==> config.mk <==
export PLATFORM = sky130hd
export DESIGN_NAME = peripheralCore
export DESIGN_NICKNAME = d
export VERILOG_FILES = /design/src/design/mmioPkg.sv /design/src/design/gpioRegs.sv /design/src/design/mmioResponseMux.sv /design/src/design/peripheralCore.sv /design/src/design/sevenSegScan.sv /design/src/design/timerPulses.sv
export SDC_FILE = /design/constraint.sdc
export NUM_CORES = 1
export LEC_CHECK = 0
export BUFFER_PORTS_ARGS = -buffer_cell sky130_fd_sc_hd__buf_2
export CORE_ASPECT_RATIO = 1.4
export CORE_MARGIN = 2
export CORE_UTILIZATION = 55
export DETAILED_ROUTE_END_ITERATION = 16
export PLACE_DENSITY = 0.84
export SLEW_MARGIN = 20
export SYNTH_ARGS = -nofsm -noshare
export SYNTH_HDL_FRONTEND = slang
export SYNTH_SLANG_ARGS = --single-unit
==> constraint.sdc <==
create_clock -name clock -period 5.15 [get_ports clock]
set_clock_uncertainty 0.05 [all_clocks]
set_input_delay 0.2575 -clock clock [delete_from_list [all_inputs] [get_ports clock]]
set_output_delay 0.2575 -clock clock [all_outputs]
set_load 0.03 [all_outputs]
==> src/design/mmioPkg.sv <==
package mmioPkg;

	// bus operation code, held level for the whole request
	typedef enum logic [4:0]
	{
		opIdle  = 5'h00,
		opRead  = 5'h01,
		opWrite = 5'h02
	} memOpm;

	// response status from a peripheral or the mux
	typedef enum logic [1:0]
	{
		okReady = 2'b00,
		okOk    = 2'b01,
		okHold  = 2'b10,
		okFault = 2'b11
	} memOk;

	// peripheral register map
	localparam logic [31:0] gpioOutAddr  = 32'hF000E000;
	localparam logic [31:0] gpioDirAddr  = 32'hF000E004;
	localparam logic [31:0] gpioInAddr   = 32'hF000E008;
	localparam logic [31:0] usCountAddr  = 32'hF000E00C;
	localparam logic [31:0] segValueAddr = 32'hF000E010;

	// prescaler ratios, scaled down for simulation
	localparam int usDivide = 8;
	localparam int msDivide = 16;

	// cycles an unclaimed request waits for its miss answer
	localparam int missLimit = 15;

	localparam logic [15:0] timerExcCode = 16'hC001;

	localparam int usCountWidth   = $clog2(usDivide);
	localparam int msCountWidth   = $clog2(msDivide);
	localparam int missCountWidth = $clog2(missLimit + 1);

	typedef logic [usCountWidth-1:0]   usCountT;
	typedef logic [msCountWidth-1:0]   msCountT;
	typedef logic [missCountWidth-1:0] missCountT;

	// terminal counts for the counters above
	localparam usCountT   usLast   = usCountT'(usDivide - 1);
	localparam msCountT   msLast   = msCountT'(msDivide - 1);
	localparam missCountT missLast = missCountT'(missLimit);

endpackage

==> src/design/gpioRegs.sv <==
`timescale 1ns/1ps

module gpioRegs
(
	input  logic           clock,
	input  logic           rst_i,
	input  logic           tickUs_i,
	input  logic [31:0]    mmioAddr_i,
	input  mmioPkg::memOpm mmioOpm_i,
	input  logic [31:0]    mmioData_i,
	input  logic [31:0]    gpioPins_i,
	output logic [31:0]    mmioData_o,
	output mmioPkg::memOk  mmioOk_o,
	output logic [31:0]    gpioPins_o,
	output logic [31:0]    gpioDir_o
);

	logic [31:0] gpioOut;
	logic [31:0] gpioDir;
	logic [31:0] usCount;
	logic [31:0] readData;

	logic addrHit;
	logic claim;
	logic claimPhase;
	logic doWrite;

	// register select and read data
	always_comb
	begin
		addrHit  = 1'b1;
		readData = '0;
		case (mmioAddr_i)
			mmioPkg::gpioOutAddr: readData = gpioOut;
			mmioPkg::gpioDirAddr: readData = gpioDir;
			// only pins configured as inputs are visible
			mmioPkg::gpioInAddr:  readData = gpioPins_i & ~gpioDir;
			mmioPkg::usCountAddr: readData = usCount;
			default:              addrHit  = 1'b0;
		endcase
	end

	assign claim = addrHit && (mmioOpm_i != mmioPkg::opIdle);

	// hold in the first cycle, ok afterwards
	always_comb
	begin
		if (!claim)
		begin
			mmioOk_o = mmioPkg::okReady;
		end
		else if (claimPhase)
		begin
			mmioOk_o = mmioPkg::okOk;
		end
		else
		begin
			mmioOk_o = mmioPkg::okHold;
		end
	end

	assign mmioData_o = claim ? readData : '0;

	assign doWrite = claim && claimPhase && (mmioOpm_i == mmioPkg::opWrite);

	always_ff @(posedge clock)
	begin
		if (rst_i)
		begin
			claimPhase <= 1'b0;
			gpioOut    <= '0;
			gpioDir    <= '0;
			usCount    <= '0;
		end
		else
		begin
			claimPhase <= claim;

			if (tickUs_i)
			begin
				usCount <= usCount + 32'd1;
			end

			if (doWrite && (mmioAddr_i == mmioPkg::gpioOutAddr))
			begin
				gpioOut <= mmioData_i;
			end
			if (doWrite && (mmioAddr_i == mmioPkg::gpioDirAddr))
			begin
				gpioDir <= mmioData_i;
			end
		end
	end

	assign gpioPins_o = gpioOut;
	assign gpioDir_o  = gpioDir;

	// an idle bus is never acknowledged
	noOkWhenIdle: assert property (
		@(posedge clock) disable iff (rst_i)
		(mmioOpm_i == mmioPkg::opIdle) |-> (mmioOk_o != mmioPkg::okOk)
	);

endmodule

==> src/design/mmioResponseMux.sv <==
`timescale 1ns/1ps

module mmioResponseMux
(
	input  logic           clock,
	input  logic           rst_i,
	input  mmioPkg::memOpm mmioOpm_i,
	input  logic           tickMs_i,
	input  logic [31:0]    gpioData_i,
	input  mmioPkg::memOk  gpioOk_i,
	input  logic [31:0]    segData_i,
	input  mmioPkg::memOk  segOk_i,
	output logic [31:0]    mmioData_o,
	output mmioPkg::memOk  mmioOk_o,
	output logic [63:0]    busExc_o
);

	mmioPkg::missCountT missCount;
	mmioPkg::missCountT missCountNext;

	logic claimed;
	logic missDone;

	assign claimed  = (gpioOk_i != mmioPkg::okReady) || (segOk_i != mmioPkg::okReady);
	assign missDone = (missCount == mmioPkg::missLast);

	// first claiming peripheral wins and the miss path comes last
	always_comb
	begin
		mmioData_o = '0;
		mmioOk_o   = mmioPkg::okReady;
		if (gpioOk_i != mmioPkg::okReady)
		begin
			mmioData_o = gpioData_i;
			mmioOk_o   = gpioOk_i;
		end
		else if (segOk_i != mmioPkg::okReady)
		begin
			mmioData_o = segData_i;
			mmioOk_o   = segOk_i;
		end
		else if (mmioOpm_i != mmioPkg::opIdle)
		begin
			// nobody home so answer with zero once the wait runs out
			mmioOk_o = missDone ? mmioPkg::okOk : mmioPkg::okHold;
		end
	end

	always_comb
	begin
		if ((mmioOpm_i == mmioPkg::opIdle) || claimed)
		begin
			missCountNext = '0;
		end
		else if (missDone)
		begin
			missCountNext = missCount;
		end
		else
		begin
			missCountNext = missCount + 1'b1;
		end
	end

	always_ff @(posedge clock)
	begin
		if (rst_i)
		begin
			missCount <= '0;
			busExc_o  <= '0;
		end
		else
		begin
			missCount <= missCountNext;
			// timer exception for one cycle after the ms tick
			busExc_o  <= tickMs_i ? {48'h0, mmioPkg::timerExcCode} : 64'h0;
		end
	end

	// count stays at the limit and never wraps while the miss is open
	missBounded: assert property (
		@(posedge clock) disable iff (rst_i)
		(missDone && (mmioOpm_i != mmioPkg::opIdle) && !claimed) |=> missDone
	);

endmodule

==> src/design/peripheralCore.sv <==
`timescale 1ns/1ps

module peripheralCore
(
	input  logic           clock,
	input  logic           rst_i,
	input  logic [31:0]    mmioAddr_i,
	input  mmioPkg::memOpm mmioOpm_i,
	input  logic [31:0]    mmioData_i,
	input  logic [31:0]    gpioPins_i,
	output logic [31:0]    mmioData_o,
	output mmioPkg::memOk  mmioOk_o,
	output logic [63:0]    busExc_o,
	output logic [31:0]    gpioPins_o,
	output logic [31:0]    gpioDir_o,
	output logic [7:0]     segChar_o,
	output logic [7:0]     segSeg_o
);

	logic tickUs;
	logic tickMs;

	// peripheral responses into the mux
	logic [31:0]   gpioData;
	mmioPkg::memOk gpioOk;
	logic [31:0]   segData;
	mmioPkg::memOk segOk;

	timerPulses u_timerPulses
	(
		.clock    (clock),
		.rst_i    (rst_i),
		.tickUs_o (tickUs),
		.tickMs_o (tickMs)
	);

	gpioRegs u_gpioRegs
	(
		.clock      (clock),
		.rst_i      (rst_i),
		.tickUs_i   (tickUs),
		.mmioAddr_i (mmioAddr_i),
		.mmioOpm_i  (mmioOpm_i),
		.mmioData_i (mmioData_i),
		.gpioPins_i (gpioPins_i),
		.mmioData_o (gpioData),
		.mmioOk_o   (gpioOk),
		.gpioPins_o (gpioPins_o),
		.gpioDir_o  (gpioDir_o)
	);

	sevenSegScan u_sevenSegScan
	(
		.clock      (clock),
		.rst_i      (rst_i),
		.tickMs_i   (tickMs),
		.mmioAddr_i (mmioAddr_i),
		.mmioOpm_i  (mmioOpm_i),
		.mmioData_i (mmioData_i),
		.mmioData_o (segData),
		.mmioOk_o   (segOk),
		.segChar_o  (segChar_o),
		.segSeg_o   (segSeg_o)
	);

	mmioResponseMux u_mmioResponseMux
	(
		.clock      (clock),
		.rst_i      (rst_i),
		.mmioOpm_i  (mmioOpm_i),
		.tickMs_i   (tickMs),
		.gpioData_i (gpioData),
		.gpioOk_i   (gpioOk),
		.segData_i  (segData),
		.segOk_i    (segOk),
		.mmioData_o (mmioData_o),
		.mmioOk_o   (mmioOk_o),
		.busExc_o   (busExc_o)
	);

endmodule

==> src/design/sevenSegScan.sv <==
`timescale 1ns/1ps

module sevenSegScan
(
	input  logic           clock,
	input  logic           rst_i,
	input  logic           tickMs_i,
	input  logic [31:0]    mmioAddr_i,
	input  mmioPkg::memOpm mmioOpm_i,
	input  logic [31:0]    mmioData_i,
	output logic [31:0]    mmioData_o,
	output mmioPkg::memOk  mmioOk_o,
	output logic [7:0]     segChar_o,
	output logic [7:0]     segSeg_o
);

	logic [31:0] segValue;
	logic [2:0]  digitIdx;
	logic [3:0]  nibble;
	logic        scanOn;
	logic        claim;
	logic        claimPhase;

	// gfedcba, active high
	function automatic logic [6:0] hexFont(input logic [3:0] nib);
		case (nib)
			4'h0: hexFont = 7'h3F;
			4'h1: hexFont = 7'h06;
			4'h2: hexFont = 7'h5B;
			4'h3: hexFont = 7'h4F;
			4'h4: hexFont = 7'h66;
			4'h5: hexFont = 7'h6D;
			4'h6: hexFont = 7'h7D;
			4'h7: hexFont = 7'h07;
			4'h8: hexFont = 7'h7F;
			4'h9: hexFont = 7'h6F;
			4'hA: hexFont = 7'h77;
			4'hB: hexFont = 7'h7C;
			4'hC: hexFont = 7'h39;
			4'hD: hexFont = 7'h5E;
			4'hE: hexFont = 7'h79;
			default: hexFont = 7'h71;
		endcase
	endfunction

	assign claim = (mmioAddr_i == mmioPkg::segValueAddr) &&
		(mmioOpm_i != mmioPkg::opIdle);

	assign mmioOk_o = !claim ? mmioPkg::okReady :
		(claimPhase ? mmioPkg::okOk : mmioPkg::okHold);
	assign mmioData_o = claim ? segValue : '0;

	always_ff @(posedge clock)
	begin
		if (rst_i)
		begin
			claimPhase <= 1'b0;
			segValue   <= '0;
			digitIdx   <= '0;
			scanOn     <= 1'b0;
		end
		else
		begin
			claimPhase <= claim;
			if (claim && claimPhase && (mmioOpm_i == mmioPkg::opWrite))
			begin
				segValue <= mmioData_i;
			end
			// step to the next digit each millisecond
			if (tickMs_i)
			begin
				digitIdx <= digitIdx + 3'd1;
				scanOn   <= 1'b1;
			end
		end
	end

	assign nibble = segValue[{digitIdx, 2'b00} +: 4];

	// all digits dark until the scan starts
	assign segChar_o = scanOn ? ~(8'h01 << digitIdx) : 8'hFF;
	assign segSeg_o  = scanOn ? {1'b1, ~hexFont(nibble)} : 8'hFF;

	oneDigitAtMost: assert property (
		@(posedge clock) disable iff (rst_i)
		$onehot0(~segChar_o)
	);

endmodule

==> src/design/timerPulses.sv <==
`timescale 1ns/1ps

module timerPulses
(
	input  logic clock,
	input  logic rst_i,
	output logic tickUs_o,
	output logic tickMs_o
);

	mmioPkg::usCountT usCount;
	mmioPkg::msCountT msCount;

	logic usWrap;
	logic msWrap;

	// end of a microsecond period
	assign usWrap = (usCount == mmioPkg::usLast);

	// last microsecond of a millisecond period
	assign msWrap = (msCount == mmioPkg::msLast);

	always_ff @(posedge clock)
	begin
		if (rst_i)
		begin
			usCount  <= '0;
			msCount  <= '0;
			tickUs_o <= 1'b0;
			tickMs_o <= 1'b0;
		end
		else
		begin
			tickUs_o <= usWrap;
			tickMs_o <= usWrap && msWrap;

			if (usWrap)
			begin
				usCount <= '0;
				// millisecond counter steps once per microsecond
				if (msWrap)
				begin
					msCount <= '0;
				end
				else
				begin
					msCount <= msCount + 1'b1;
				end
			end
			else
			begin
				usCount <= usCount + 1'b1;
			end
		end
	end

	// a millisecond tick always lands on a microsecond tick
	msOnUsTick: assert property (
		@(posedge clock) disable iff (rst_i)
		$rose(tickMs_o) |-> tickUs_o
	);

endmodule

==> metrics.cfg <==
[critical_path]
reg2reg_slack_ns=2.31
rr_worst_depth=5
start_kind=flop
crit-reg2reg-launch=u_gpioRegs.usCount[5]
cp-startpoint=u_sevenSegScan.digitIdx[0]
crit_arrival_ns=3.35
r2r_end=u_gpioRegs.usCount[31]
cp_data_required_time_ns=4.84
end_kind=primary output
crit_type=reg2out
crit_fanout=12
critical_path.endpoint=segSeg_o[4]

[clock_tree]
postCtsSetupBuffers=0
clockBufferDepth=2
cts_buffers=17
cts.sinks=148
cts_resized=0
cts_tree=done
cts_max_level=4
cts.reportedPaths.clkPinSlew_ns=0.06
clkLatencyLatePin_ns=0.42
ctsHoldBuffers=0
root_buffer=clkbuf_16

[placement]
placed_area_sq_um=9060
dp.cells=1358
io_buffers=218
hpwl_um=18400
gp_congestion=0.960
pre_cts_ws_ns=1.90

[floorplan]
ios=281
num_rows=53
core-area_sq_um=14900
die_w_um=108
dieHeight_um=149
dieArea_sq_um=16000
start_util_pct=55.5

[timing]
hold_viol_final=0
drv_slew=0
setup_viol=0
worst_pin_slew_ns=1.11
fmax_mhz=274
period_share_pct=71.0
maxSlewHeadroom_pct=26.0
setup_ws_ns=1.49
timing.setup.tns_ns=0
rsz0062_at_grt=false
holdWs_ns=0.0645
fin_crit_ns=3.66

[pwr]
p_leak_nw=3.89
fin_total_pwr_mw=2.70
peakVddDrop_uv=195
p_per_area_nw_per_um2=278

[yosys]
ys.flop_type=dfxtp_1
ys_types=52
synth_edf_count=0
synthArstFlopShare_pct=0
synth-seq-cells=148
syn_area_per_cell_sq_um=8.14
ys_seq_area_share_pct=35.9
syn-instance-count=1014
ys.warnings.count=0
synth_area_sq_um=8250

[route]
vias=8255
final_antenna_net_count=0
drc_errors=0
post_drt_wl_per_cell_um=18.6
routed.top_layer=met4
wl_met2_um=12300
route.met3.wl_um=2850
first_pass_iters=9
via_per_inst=5.94
drt-total-wl_um=25800
wl_met1_um=9470
drt_iter0_drc=1213

[finish]
stdcell_count=1389
drive_above_1_share_pct=23.7
finalInstanceArea_sq_um=9720
utilization_pct=65.4
antenna_cells=0
layout.nets=1306
mostFrequentLayoutCell=buf_2
final_cell_mix=217 x buf_2, 179 x nand2_1, 148 x dfxtp_1
area_growth_pct=17.8

[hold_path]
min_path_cells=3
hp-class=in2reg

[global_routing]
grt_pass1_vias=7509
grt_first_pass_wirelength_um=39400
track_usage_pct=31.5
antenna_found_initial=0
grt_max_degree=80
grt-ovfl-total=0

[job]
maxCapViolations=0

[status]
status=completed

## synth_stat cells, types with 18 or more instances
cell type	number	area, sq um
or2_1	30	188
nand3_1	18	90.1
nor2_1	119	447
a222oi_1	32	320
buf_4	64	480
clkbuf_1	46	173
mux2i_1	41	410
xnor2_1	22	193
nand2_1	179	672
a22o_1	33	289
dfxtp_1	148	2960
a21oi_1	101	505
## worst min path at each step
stage / to / start
2_1_floorplan: u_gpioRegs.gpioDir_o[0] / mmioData_i[0]
3_3_place_gp: u_timerPulses.usCount[0] / u_timerPulses.usCount[0]
3_5_place_dp: u_timerPulses.usCount[0] / u_timerPulses.usCount[0]
4_1_cts: u_gpioRegs.gpioDir_o[15] / mmioData_i[15]
5_1_grt: u_gpioRegs.gpioDir_o[14] / mmioData_i[14]
6_report: u_gpioRegs.gpioDir_o[15] / mmioData_i[15]
## layout make-up
| type | count | area (sq um) |
|---|---|---|
| Clock buffer | 20 | 457 |
| Clock inverter | 10 | 180 |
| Fill cell | 1276 | 5130 |
| Inverter | 15 | 56.3 |
| Multi-Input combinational cell | 774 | 4640 |
| Sequential cell | 148 | 2960 |
| Tap cell | 192 | 240 |
| Timing Repair Buffer | 230 | 1180 |
## logic make-up after synthesis
kind of cell | after synthesis | share of synthesized area [%]
simple gates | 421 | 23.9
xor+xnor | 28 | 2.97
other cells | 2 | 0.0910
flops | 148 | 35.9
fa+ha+maj | 17 | 2.58
buf+inv | 152 | 11.0
mux | 53 | 7.71
compound gates | 193 | 15.9
## worst max-delay path, cell delays in order, from the launching register on
cell	delay (ns)
dfxtp_1	0.73
mux4_2	0.58
mux2i_1	0.52
inv_1	0.15
ha_1	0.28
and2_1	0.17
o21ai_1	0.13
o311ai_1	0.15
buf_2	0.24
## power by group
| group | internal [mW] | switching [mW] | leakage (nW) |
|---|---|---|---|
| Sequential | 1.15 | 0.00323 | 1.19 |
| Clock | 0.877 | 0.471 | 0.308 |
| Combinational | 0.0554 | 0.148 | 2.38 |
| Total | 2.08 | 0.622 | 3.89 |
## layer usage
metal  vias up  track usage [%]
met2       599             50.4
met3        87             5.77
met4         0             14.5
met5         -                0
met1      3808             41.0
li1       3761                -
## sequential cells by signal, summed over array words and instances, names as in the netlist, 3 cells and up
| register | flops |
|---|---|
| u_timerPulses.msCount | 4 |
| u_timerPulses.usCount | 3 |
| u_gpioRegs.gpioPins_o | 32 |
| u_mmioResponseMux.missCount | 4 |
| u_gpioRegs.gpioDir_o | 32 |
| u_gpioRegs.usCount | 32 |
| u_sevenSegScan.digitIdx | 3 |
| u_sevenSegScan.segValue | 32 |
Note: power is estimated with default switching activity, not from simulation.
